### src/common/duckPkg.sv
package duckPkg;

	// Field geometry
	localparam int coordW = 10;
	localparam int fieldXMax = 640;	// Right edge, left edge is 0
	localparam int fieldYMax = 460;	// Bottom edge, top edge is 0
	localparam int startY = 300;	// Y of every new duck
	localparam int parkX = 400;	// X held out of reset

	// Step magnitudes per fly tick
	localparam int stepLgX = 15;
	localparam int stepSmX = 12;
	localparam int stepLgY = 10;
	localparam int stepSmY = 2;

	localparam int legBase = 3;	// Added to NumRepeats for wing cycles per leg
	localparam int shockTicks = 16;	// Length of the hit pose

	typedef enum logic [2:0] {
		NW = 3'd0,
		W = 3'd1,
		NE = 3'd2,
		E = 3'd3,
		SW = 3'd4,
		SE = 3'd5
	} duckDir_t;

	// Encoding 3 is drawn as Black
	typedef enum logic [1:0] {
		Black = 2'd0,
		Red = 2'd1,
		Pink = 2'd2
	} duckColor_t;

	typedef enum logic [1:0] {
		Hidden = 2'd0,
		Flying = 2'd1,
		Hit = 2'd2
	} duckPose_t;

	typedef struct packed {
		logic [coordW-1:0] x;
		logic [coordW-1:0] y;
	} duckPos_t;

	// Sequencer to motion block
	typedef struct packed {
		logic spawn;	// Load start position and direction
		logic fly;	// One step
		logic redirect;	// Load newDir
		duckDir_t newDir;
	} duckCmd_t;

	// Base frame of the wing cycle, rows by direction, columns Black, Red, Pink
	localparam logic [0:5][0:2][5:0] flyBase = '{
		'{6'd11, 6'd31, 6'd51},	// NW
		'{6'd15, 6'd35, 6'd55},	// W
		'{6'd0, 6'd20, 6'd40},	// NE
		'{6'd4, 6'd24, 6'd44},	// E
		'{6'd11, 6'd31, 6'd51},	// SW
		'{6'd0, 6'd20, 6'd40}	// SE
	};

	// Shocked pose, one frame per facing side
	localparam logic [0:5][0:2][5:0] hitBase = '{
		'{6'd19, 6'd39, 6'd59},	// NW
		'{6'd19, 6'd39, 6'd59},	// W
		'{6'd8, 6'd28, 6'd48},	// NE
		'{6'd8, 6'd28, 6'd48},	// E
		'{6'd19, 6'd39, 6'd59},	// SW
		'{6'd8, 6'd28, 6'd48}	// SE
	};

endpackage

### src/design/duckFlightTop.sv
`timescale 1ns/100ps

module duckFlightTop import duckPkg::*; (
	input logic ANIM_Clk,
	input logic Reset,
	input logic Run,
	input logic DuckKill,
	input logic [1:0] ColorRand,
	input logic [1:0] DirRand,
	input logic [1:0] NumRepeats,
	input logic [coordW-1:0] StartX,
	output duckPos_t DuckPos,
	output logic [5:0] DuckFrame,
	output duckColor_t DuckColor,
	output logic DuckVisible,
	output logic DuckBounce
);

	duckCmd_t cmd;
	duckPose_t pose;
	duckDir_t dir;
	logic [1:0] phase;

	duckSequencer sequencer (
		.ANIM_Clk(ANIM_Clk),
		.Reset(Reset),
		.Run(Run),
		.DuckKill(DuckKill),
		.NumRepeats(NumRepeats),
		.DirRand(DirRand),
		.ColorRand(ColorRand),
		.Bounce(DuckBounce),
		.Cmd(cmd),
		.Pose(pose),
		.Phase(phase),
		.Color(DuckColor),
		.Visible(DuckVisible)
	);

	duckMotion motion (
		.ANIM_Clk(ANIM_Clk),
		.Reset(Reset),
		.Cmd(cmd),
		.StartX(StartX),
		.Pos(DuckPos),
		.Dir(dir),
		.Bounce(DuckBounce)
	);

	duckSprite sprite (
		.ANIM_Clk(ANIM_Clk),
		.Reset(Reset),
		.Pose(pose),
		.Dir(dir),
		.Color(DuckColor),
		.Phase(phase),
		.Frame(DuckFrame)
	);

endmodule

### src/design/duckMotion.sv
`timescale 1ns/100ps

module duckMotion import duckPkg::*; (
	input logic ANIM_Clk,
	input logic Reset,
	input duckCmd_t Cmd,
	input logic [coordW-1:0] StartX,
	output duckPos_t Pos,
	output duckDir_t Dir,
	output logic Bounce
);

	typedef logic signed [coordW+1:0] sCoord_t;	// Room for both overshoots

	sCoord_t stepX, stepY;
	sCoord_t rawX, rawY;	// Unclamped next position
	duckPos_t nextPos;
	logic clampX, clampY;
	logic edgeHit;
	logic [coordW-1:0] spawnX;

	// Reflection at the edge that was hit, Y picks between wall and ceiling/floor
	function automatic duckDir_t reflectDir(input duckDir_t d, input logic [coordW-1:0] y);
		case (d)
			W: reflectDir = (y == '0) ? SW : E;
			E: reflectDir = (y == '0) ? SE : W;
			NW: reflectDir = (y == '0) ? SW : NE;
			NE: reflectDir = (y == '0) ? SE : NW;
			SW: reflectDir = (y == coordW'(fieldYMax)) ? NW : SE;
			SE: reflectDir = (y == coordW'(fieldYMax)) ? NE : SW;
			default: reflectDir = d;
		endcase
	endfunction

	always_comb
	begin
		stepX = '0;
		stepY = '0;
		case (Dir)
			NW:
			begin
				stepX = sCoord_t'(-stepSmX);
				stepY = sCoord_t'(-stepLgY);
			end
			W:
			begin
				stepX = sCoord_t'(-stepLgX);
				stepY = sCoord_t'(-stepSmY);
			end
			NE:
			begin
				stepX = sCoord_t'(stepSmX);
				stepY = sCoord_t'(-stepLgY);
			end
			E:
			begin
				stepX = sCoord_t'(stepLgX);
				stepY = sCoord_t'(-stepSmY);
			end
			SW:
			begin
				stepX = sCoord_t'(-stepSmX);
				stepY = sCoord_t'(stepLgY);
			end
			SE:
			begin
				stepX = sCoord_t'(stepSmX);
				stepY = sCoord_t'(stepLgY);
			end
			default: ;	// Unused codes stand still
		endcase
	end

	always_comb
	begin
		rawX = sCoord_t'(Pos.x) + stepX;
		rawY = sCoord_t'(Pos.y) + stepY;
		clampX = (rawX < 0) || (rawX > sCoord_t'(fieldXMax));
		clampY = (rawY < 0) || (rawY > sCoord_t'(fieldYMax));
		nextPos.x = (rawX < 0) ? '0 : clampX ? coordW'(fieldXMax) : rawX[coordW-1:0];
		nextPos.y = (rawY < 0) ? '0 : clampY ? coordW'(fieldYMax) : rawY[coordW-1:0];
		edgeHit = clampX | clampY;
		spawnX = (StartX > coordW'(fieldXMax)) ? coordW'(fieldXMax) : StartX;
	end

	always_ff @(posedge ANIM_Clk or posedge Reset)
	begin
		if (Reset)
		begin
			Pos.x <= coordW'(parkX);
			Pos.y <= coordW'(startY);
			Dir <= NW;
			Bounce <= 1'b0;
		end
		else
		begin
			Bounce <= 1'b0;
			if (Cmd.spawn)
			begin
				Pos.x <= spawnX;
				Pos.y <= coordW'(startY);
				Dir <= Cmd.newDir;
			end
			else if (Cmd.fly)
			begin
				Pos <= nextPos;
				if (edgeHit)
				begin
					Dir <= reflectDir(Dir, nextPos.y);	// Uses the clamped Y
					Bounce <= 1'b1;
				end
			end
			else if (Cmd.redirect)
				Dir <= Cmd.newDir;
		end
	end

	assert property (@(posedge ANIM_Clk) disable iff (Reset)
		(Pos.x <= coordW'(fieldXMax)) && (Pos.y <= coordW'(fieldYMax)))
		else $error("duck left the field at x=%0d y=%0d", Pos.x, Pos.y);

	// A bounce pulse only comes out of a step
	assert property (@(posedge ANIM_Clk) disable iff (Reset) Bounce |-> $past(Cmd.fly))
		else $error("bounce without a fly command");

endmodule

### src/design/duckSequencer.sv
`timescale 1ns/100ps

module duckSequencer import duckPkg::*; (
	input logic ANIM_Clk,
	input logic Reset,
	input logic Run,
	input logic DuckKill,
	input logic [1:0] NumRepeats,
	input logic [1:0] DirRand,
	input logic [1:0] ColorRand,
	input logic Bounce,
	output duckCmd_t Cmd,
	output duckPose_t Pose,
	output logic [1:0] Phase,
	output duckColor_t Color,
	output logic Visible
);

	typedef enum logic [3:0] {
		stIdle,
		stSpawn,
		stAim,
		stFly1,
		stFly2,
		stFly3,
		stFly4,
		stBounce,
		stHit
	} seqState_t;

	seqState_t currState, nextState;
	logic [2:0] legCnt;	// Completed wing cycles in this leg
	logic [3:0] shockCnt;
	logic [2:0] legTarget;
	logic flying;
	logic legDone;

	assign legTarget = {1'b0, NumRepeats} + 3'(legBase);
	assign flying = currState inside {stFly1, stFly2, stFly3, stFly4};
	assign legDone = (legCnt + 3'd1) == legTarget;	// This Fly4 closes the last cycle
	assign Visible = (currState != stIdle);

	always_comb
	begin
		nextState = currState;
		case (currState)
			stIdle:
				if (Run)
					nextState = stSpawn;
			stSpawn:
				nextState = stAim;
			stAim:
				nextState = stFly1;
			stFly1, stFly2, stFly3, stFly4:
			begin
				if (DuckKill)
					nextState = stHit;
				else if (Bounce)
					nextState = stBounce;
				else if (currState == stFly4)
					nextState = legDone ? stAim : stFly1;
				else
					nextState = seqState_t'(currState + 4'd1);
			end
			stBounce:
				nextState = stFly1;
			stHit:
				if (shockCnt == 4'(shockTicks - 1))
					nextState = stSpawn;
			default:
				nextState = stIdle;
		endcase
	end

	always_ff @(posedge ANIM_Clk or posedge Reset)
	begin
		if (Reset)
		begin
			currState <= stIdle;
			legCnt <= '0;
			shockCnt <= '0;
			Color <= Black;
		end
		else
		begin
			currState <= nextState;
			case (currState)
				stSpawn, stAim, stBounce:
					legCnt <= '0;
				stFly4:
					legCnt <= legCnt + 3'd1;
				default: ;
			endcase
			if (currState == stHit)
				shockCnt <= shockCnt + 4'd1;	// Wraps to 0 on the last hit tick
			if (currState == stSpawn)
				Color <= duckColor_t'(ColorRand);
		end
	end

	always_comb
	begin
		Cmd.spawn = (currState == stSpawn);
		Cmd.fly = flying;
		Cmd.redirect = (currState == stAim) && (legCnt != 3'd0);	// Only after a full leg
		Cmd.newDir = duckDir_t'({1'b0, DirRand});	// NW, W, NE, E
	end

	always_comb
	begin
		case (currState)
			stFly2: Phase = 2'd1;
			stFly3: Phase = 2'd2;
			stFly4: Phase = 2'd3;
			default: Phase = 2'd0;
		endcase
		case (currState)
			stIdle: Pose = Hidden;
			stHit: Pose = Hit;
			default: Pose = Flying;
		endcase
	end

	// Start and step never share a tick, the motion block would drop one
	assert property (@(posedge ANIM_Clk) disable iff (Reset) !(Cmd.spawn && Cmd.fly))
		else $error("spawn and fly issued together");

endmodule

### src/design/duckSprite.sv
`timescale 1ns/100ps

module duckSprite import duckPkg::*; (
	input logic ANIM_Clk,
	input logic Reset,
	input duckPose_t Pose,
	input duckDir_t Dir,
	input duckColor_t Color,
	input logic [1:0] Phase,
	output logic [5:0] Frame
);

	logic [2:0] dirIdx;
	logic [1:0] colIdx;
	logic [5:0] nextFrame;

	always_comb
	begin
		dirIdx = (Dir > SE) ? 3'd0 : Dir;	// Stray codes fall back to NW
		case (Color)
			Red: colIdx = 2'd1;
			Pink: colIdx = 2'd2;
			default: colIdx = 2'd0;	// Black, also code 3
		endcase
		case (Pose)
			Flying: nextFrame = flyBase[dirIdx][colIdx] + {4'd0, Phase};
			Hit: nextFrame = hitBase[dirIdx][colIdx];
			default: nextFrame = 6'd0;
		endcase
	end

	always_ff @(posedge ANIM_Clk or posedge Reset)
	begin
		if (Reset)
			Frame <= 6'd0;
		else
			Frame <= nextFrame;	// One tick behind pose and phase
	end

	// Sprite sheet ends at frame 59
	assert property (@(posedge ANIM_Clk) disable iff (Reset) Frame <= 6'd59)
		else $error("frame %0d past the sprite sheet", Frame);

endmodule

### config.mk
export PLATFORM = sky130hd
export DESIGN_NAME = duckFlightTop
export DESIGN_NICKNAME = d
export VERILOG_FILES = /design/src/common/duckPkg.sv /design/src/design/duckFlightTop.sv /design/src/design/duckMotion.sv /design/src/design/duckSequencer.sv /design/src/design/duckSprite.sv
export SDC_FILE = /design/constraint.sdc
export NUM_CORES = 1
export LEC_CHECK = 0
export BUFFER_PORTS_ARGS = -buffer_cell sky130_fd_sc_hd__buf_2
export CORE_UTILIZATION = 63
export CTS_BUF_LIST = sky130_fd_sc_hd__clkbuf_4 sky130_fd_sc_hd__clkbuf_8 sky130_fd_sc_hd__clkbuf_16
export DETAILED_ROUTE_END_ITERATION = 12
export PLACE_DENSITY = 0.86
export SKIP_LAST_GASP = 1
export SLEW_MARGIN = 25
export SYNTH_ARGS = -nofsm -noshare
export SYNTH_HDL_FRONTEND = slang
export SYNTH_SLANG_ARGS = --single-unit
### constraint.sdc
create_clock -name ANIM_Clk -period 7.75 [get_ports ANIM_Clk]
set_input_delay 1.55 -clock ANIM_Clk [delete_from_list [all_inputs] [get_ports ANIM_Clk]]
set_output_delay 1.55 -clock ANIM_Clk [all_outputs]
set_load 0.01 [all_outputs]
After elaboration in Yosys (flattened, before gate mapping)
Memories as Yosys holds them, arrays and structs flattened.
Index checks and enable logic that the tools add are counted.

cells by class
  add/subtract/negate cells = 7
  magnitude comparators = 8
  equality and inequality tests = 24
  muxes and demuxes = 46
  bitwise operators = 3
  reductions and logical operators = 22

operators by type and width
  operator                count
  $mux W18                4
  $mux W10                5
  $pmux W12 S4            1
  $mux W20                2
  $pmux W12 S3            1
  $mux W3                 11
  $add A11 B12 Y12        2
  $bmux W6 S2             2
  $lt A12 B1 Y1 const B   2
  $mux W6                 4
  $mux W4                 5
  $pmux W4 S5             1
  $pmux W3 S6             1
  $eq A4 B3 Y1 const B    4
  $gt A12 B10 Y1 const B  1
  $gt A12 B11 Y1 const B  1
  $pmux W6 S2             1
  $reduce_or A2 Y1        6
  $eq A10 B9 Y1 const B   1
  $gt A10 B10 Y1 const B  1
  $logic_not A10 Y1       1
  $add A4 B1 Y4 const B   2
  $eq A4 B2 Y1 const B    2
  $eq A4 B4 Y1 const B    2
  35 further kinds        47

word-level totals
  flip-flop bits (word level) = 43
  ROM bits = 288
  bits of input ports = 20
  output and inout port bits = 30
  logic and storage cells = 121
  memories = 2

memory list
  memory           depth  width  read ports  clocked after Yosys merged registers in  wr ports  line              text
  (no name shown)  8      18     1           0                                        0         duckSprite.sv:27  Hit: nextFrame = hitBase[dirIdx][colIdx];
  (no name shown)  8      18     1           0                                        0         duckSprite.sv:26  Flying: nextFrame = flyBase[dirIdx][colIdx] + {4'd0, Phase};

Longest topological paths before layout
  word-level depth = 14
  depth in mapped cells = 14
  gate-level depth less buffers = 13

Modules after synthesis
A second synthesis with hierarchy kept.

unflattened totals
  cells, all modules = 474
  area, all modules = 3,973.8 um^2

modules (own cells, without submodules)
  module         times used  cells an instance  area each (um^2)  sequential area each (um^2)
  duckMotion     1           303                2,451.1           609.3
  duckSequencer  1           105                968.4             325.3
  duckSprite     1           66                 554.3             150.1

Worst setup path after synthesis
No wires, ideal clock.

  path kind = register -> register
  from = register motion.Dir[2]
  to = register motion.Pos[17] (netlist bit)
  setup time = 0.084 ns
  data arrival time = 3.641 ns
  required time = 7.666 ns
  setup slack = 4.025 ns
  cell stages (with the launch flop) = 13
  buffers on the path = 2
  clock period less this slack = 3.725 ns
  cells stage by stage = dfrtp_1 > buf_2 > buf_2 > a21oi_1 > ha_1 > o21a_1 > o21a_1 > o221a_1 > o21bai_2 > or4b_4 > a32oi_4 > a211oi_1 > a311o_1

on the way
  word-level cells in the longest chain between the ends = 10
  elaborated cells on any way between the ends = 17
  classes of those cells = add/sub: 1; order compare: 2; eq/ne: 5; mux: 5; reduce/logical: 4

RTL lines
  element                                          line                                text
  from (decl)                                      duckMotion.sv:9                     output duckDir_t Dir,
  from (signal assigned)                           duckMotion.sv:102                   Dir <= Cmd.newDir;
  from (signal assigned)                           duckMotion.sv:109                   Dir <= reflectDir(Dir, nextPos.y);
  from (signal assigned)                           duckMotion.sv:114                   Dir <= Cmd.newDir;
  $eq A3 B2 Y1 (tied with other cells)             duckMotion.sv:39                    case (Dir)
  $reduce_or A2 Y1 (no line)                       --
  $pmux W12 S4 (*)                                 duckMotion.sv:39
  $add A11 B12 Y12 (*)                             duckMotion.sv:76                    rawX = sCoord_t'(Pos.x) + stepX;
  $lt A12 B1 Y1 or $gt A12 B11 Y1 (tied branches)  duckMotion.sv:78, duckMotion.sv:80
  $logic_or A1 B1 Y1                               duckMotion.sv:78                    clampX = (rawX < 0) || (rawX > sCoord_t'(fieldXMax));
  $mux W10                                         duckMotion.sv:80                    nextPos.x = (rawX < 0) ? '0 : clampX ? coordW'(fieldXMax) : rawX[coordW-1:0];
  $mux W10 (*)                                     duckMotion.sv:80
  $mux W20 (*)                                     duckMotion.sv:104                   else if (Cmd.fly)
  $mux W20 (*)                                     duckMotion.sv:98                    if (Cmd.spawn)
  to (signal assigned)                             duckMotion.sv:106                   Pos <= nextPos;
  to (decl)                                        duckMotion.sv:8                     output duckPos_t Pos,

Every way passes the cells marked *; elsewhere a longest branch is shown, timed or not. The select of a mux whose other input is x is not followed.
A chain may end at the register's enable or synchronous reset.

Final worst setup path
  from = register motion.Dir[0]
  to = register motion.Dir[1]

on the way
  word-level cells in the longest chain between the ends = 14
  elaborated cells on any way between the ends = 36
  classes of those cells = add/sub: 2; order compare: 4; eq/ne: 8; mux: 11; bitwise: 1; reduce/logical: 10

RTL lines
  element                                             line                                                  text
  $eq A3 B3 Y1 (tied with other cells)                duckMotion.sv:24, duckMotion.sv:39
  $reduce_or A2 Y1 (no line)                          --
  $pmux W12 S3                                        duckMotion.sv:39
  $add A11 B12 Y12                                    duckMotion.sv:77                                      rawY = sCoord_t'(Pos.y) + stepY;
  $lt A12 B1 Y1 or $gt A12 B10 Y1 (tied branches)     duckMotion.sv:79, duckMotion.sv:81
  $logic_or A1 B1 Y1                                  duckMotion.sv:79                                      clampY = (rawY < 0) || (rawY > sCoord_t'(fieldYMax));
  $mux W10 (2 in a row)                               duckMotion.sv:81                                      nextPos.y = (rawY < 0) ? '0 : clampY ? coordW'(fieldYMax) : rawY[coordW-1:0];
  $eq A10 B9 Y1 or $logic_not A10 Y1 (tied branches)  duckMotion.sv:30, duckMotion.sv:25, duckMotion.sv:27
  $mux W3 (on tied branches)                          duckMotion.sv:30, duckMotion.sv:25, duckMotion.sv:27
  $pmux W3 S6                                         duckMotion.sv:24                                      case (d)
  $mux W3                                             duckMotion.sv:107                                     if (edgeHit)
  $mux W3                                             duckMotion.sv:104
  $mux W3                                             duckMotion.sv:98

Parallel ways exist; a longest one is shown, timed or not. The select of a mux whose other input is x is not followed.

==> summary.md <==
| Metric | Value |
|---|---|
| Post-synthesis cell count | 469 |
| Synthesis-stage register bit count | 43 |
| Initial standard-cell utilization of the core | 66.4% |
| Non-filler instance count after layout | 580 |
| First-pass GRT wire length | 16200 um |
| Initial antenna violation count | 0 |
| All-Layer GR Usage | 32.8% |
| Root buffer cell | sky130_fd_sc_hd__clkbuf_8 |
| Accumulated negative setup slack | 0 ns |
| Average wire length per cell after detail routing | 16.9 um |
| Number of maximum-capacitance constraint violations | 0 |
| Worst setup path class | flip-flop to flip-flop |
| Via count of the routed design | 3855 |
| # port buffers | 49 |
| Overall die area | 0.00623 sq mm |
| Count of endpoints failing hold in the final timing report | 0 |
| Most frequently used flop master after synthesis | sky130_fd_sc_hd__dfrtp_1 |
| Hold Path Class | flip-flop to flip-flop |
| Leak pwr | 1.81 nW |
| Measured slew at the worst slew-check pin | 0.837 ns |
| Core ar. | 0.00561 sq mm |
| Worst rel slew slack | 43.8% |
| Count of instances resized after the clock tree is built | 0 |
| Final-layout worst hold slack | 0.485 ns |
| Most used cells in the layout excluding fill and tap cells | sky130_fd_sc_hd__nand2_1, sky130_fd_sc_hd__buf_2, sky130_fd_sc_hd__nor2_1 |
| Routability Congestion | 1.01 |
| Iteration-0 DRC Markers | 377 |
| Maximum operating frequency | 242 MHz |
| Library cells used by synthesis | 67 |
| GR Overflow Total | 0 |
| Placed cells | 572 |
| Insertion delay of the later-clocked pin in the worst-skew pair | 0.31 ns |
| Row count | 27 |
| Summed instance area of the synthesized netlist | 0.00373 sq mm |
| Synthesized area divided by synthesized cell count | 7.94 sq um |
| Dominant cell type by area after synthesis | sky130_fd_sc_hd__dfrtp_1 |
| Slew Viols, Final | 0 |
| Sequential area share after synthesis | 29.1% |
| Worst Setup Start Kind | flip-flop |
| Die Ht | 78.9 um |
| Result of the run | complete, no violations |
| Highest fanout seen on the critical path | 11 |
| Post-layout util | 73.0% |
| Clock sink count | 43 |
| Maximum number of pins on one net before global-route repair | 44 |
| Main area contributors after synthesis | sky130_fd_sc_hd__dfrtp_1, sky130_fd_sc_hd__ha_1, sky130_fd_sc_hd__nand2_1 |
| Via count of the first global-routing pass | 3443 |
| Post-route fraction of the period consumed by the critical path | 53.2% |
| Register clock-pin slew on the reported worst setup and hold paths | 0.09 ns |
| Num ports | 50 |
| Final ANT Viol Nets | 0 |
| Count of hold-fix buffers inserted at cts | 0 |
| Sum of routed wire length over all layers | 9820 um |
| TritonCTS clock tree | done |
| Via/cell ratio | 6.65 |
| Most frequent standard cell in the layout excluding fill and tap cells | sky130_fd_sc_hd__nand2_1 |
| First-pass detailed-route iteration total | 5 |
| Residual DRC | 0 |
| Minimum clock period | 4.12 ns |
| Total Nets Final | 553 |
| Element type at the critical path end | flip-flop |
| Die W | 78.9 um |
| # diodes | 0 |
| Synthesis-to-finish area growth | 9.87% |
| Final setup viols | 0 |
| Number of enable flip-flop cells after synthesis | 0 |
| Count of yosys warnings during synthesis | 0 |
| CTS Buf Count | 5 |
| Share of flip-flops with an asynchronous set or reset | 100% |
| Endpoint arrival time on the critical path | 4.29 ns |
| Setup repair after global routing missed its margin | no |
| Post-route clock skew | 0.00681 ns |
| Number of H-tree levels | 2 |
| Total half-perimeter wirelength after legalization and detailed placement | 7290 um |
| Share of the synthesized area in the top cell type | 24.2% |
| Maximum resistive drop on vdd | 0.000341 V |
| Setup Buffers After CTS | 0 |
| Required time worst endpoint | 7.92 ns |
| Ratio of total power to cell area | 483 mW/mm^2 |
| Synthesized Nets | 515 |
| Buffers from clock root to sink, at most | 2 |
| Share of final-layout standard cells stronger than drive strength 1 | 14.8% |
-- cells in the mapped netlist (4+ instances only) --
cell	number
sky130_fd_sc_hd__nand3_1	14
sky130_fd_sc_hd__inv_1	26
sky130_fd_sc_hd__nor3_1	11
sky130_fd_sc_hd__dfstp_2	7
sky130_fd_sc_hd__a211oi_1	8
sky130_fd_sc_hd__nor2b_1	9
sky130_fd_sc_hd__nor4_1	8
sky130_fd_sc_hd__o22ai_1	8
sky130_fd_sc_hd__o211ai_1	4
sky130_fd_sc_hd__a21oi_1	34
sky130_fd_sc_hd__o31ai_1	6
sky130_fd_sc_hd__nand2_1	58
sky130_fd_sc_hd__xnor2_1	14
sky130_fd_sc_hd__clkbuf_1	15
sky130_fd_sc_hd__o21a_1	8
sky130_fd_sc_hd__a31oi_1	5
sky130_fd_sc_hd__nand3b_1	4
sky130_fd_sc_hd__buf_2	4
sky130_fd_sc_hd__a22oi_1	10
sky130_fd_sc_hd__a21o_1	7
sky130_fd_sc_hd__o21ai_0	35
sky130_fd_sc_hd__xor2_1	8
sky130_fd_sc_hd__ha_1	24
sky130_fd_sc_hd__nand2b_1	4
sky130_fd_sc_hd__or3_1	4
sky130_fd_sc_hd__dfrtp_1	36
sky130_fd_sc_hd__nor2_1	36
-- layout make-up --
type / count / area (sq um)
clock inverters: 3 / 23.8
repair buffers: 51 / 260
clock buffers: 5 / 68.8
well taps: 72 / 90.1
flip-flops and latches: 43 / 1090
inverters: 26 / 97.6
multi-input cells: 380 / 2470
fillers: 448 / 1510
-- registers in the layout (all words and copies together) (netlist names) --
signal,count
motion.Bounce,1
motion.Dir,3
motion.Pos,20
sequencer.Color,2
sequencer.currState,4
sequencer.legCnt,3
sequencer.shockCnt,4
sprite.Frame,6
-- metal layers --
| metal | share of wire [%] | global-route usage [%] | vias up |
|---|---|---|---|
| li1 | - | - | 1821 |
| met1 | 43 | 44.7 | 1799 |
| met2 | 47 | 54.2 | 202 |
| met3 | 7.4 | 3.56 | 33 |
| met4 | 2.9 | 11.1 | 0 |
| met5 | 0 | 0 | - |
-- worst paths after layout --
kind,startpoint,to,slack (ns),cells past startpoint
setup / recovery,motion.Dir[0]$_DFFE_PP0P_,motion.Dir[1]$_DFFE_PP0P_,3.63,13
hold / removal,sequencer.shockCnt[3]$_DFFE_PP0P_,sequencer.shockCnt[3]$_DFFE_PP0P_,0.49,1
setup reg to reg,motion.Dir[0]$_DFFE_PP0P_,motion.Dir[1]$_DFFE_PP0P_,3.63,13
hold reg to reg,sequencer.shockCnt[3]$_DFFE_PP0P_,sequencer.shockCnt[3]$_DFFE_PP0P_,0.49,1
max in group asynchronous,Reset,motion.Dir[2]$_DFFE_PP0P_,5.97,3
min in group asynchronous,Reset,sequencer.shockCnt[2]$_DFFE_PP0P_,1.36,3
-- cells by family (layout without fill, tap and decap cells) --
| family | Yosys count | in the layout | share of synthesized area [%] |
|---|---|---|---|
| xor+xnor | 22 | 22 | 5.17 |
| simple gates | 168 | 168 | 21.9 |
| buf+inv | 46 | 85 | 4.77 |
| compound gates | 161 | 161 | 29.1 |
| mux | 3 | 3 | 0.806 |
| fa+ha+maj | 26 | 26 | 9.13 |
| flops | 43 | 43 | 29.1 |
-- power breakdown --
part           internal (mW)  switching, mW
sequential             0.320          0.131
clock                 0.0646         0.0892
combinational          0.537          0.837
-- stage by stage --
stage,setup WS [ns],power (mW),cell area (sq um)
global placement,3.52,1.75,4000
detailed placement,3.37,1.78,4000
CTS,3.34,1.94,4090
global route,3.35,2.15,4090
finish,3.63,1.98,4090
floorplan,4.03,1.46,3730
-- critical path, cell delays in order (launching register included) --
cell,delay (ns)
sky130_fd_sc_hd__dfrtp_1,0.59
sky130_fd_sc_hd__inv_1,0.17
sky130_fd_sc_hd__nor2_1,0.42
sky130_fd_sc_hd__nand2_1,0.22
sky130_fd_sc_hd__inv_1,0.11
sky130_fd_sc_hd__ha_1,0.24
sky130_fd_sc_hd__a211oi_1,0.34
sky130_fd_sc_hd__o21ai_1,0.16
sky130_fd_sc_hd__a41oi_1,0.31
sky130_fd_sc_hd__nor2b_1,0.15
sky130_fd_sc_hd__or4b_4,0.52
sky130_fd_sc_hd__a32o_1,0.25
sky130_fd_sc_hd__o21ai_0,0.34
sky130_fd_sc_hd__o32ai_1,0.15
Power figures use the tool's default switching activity.
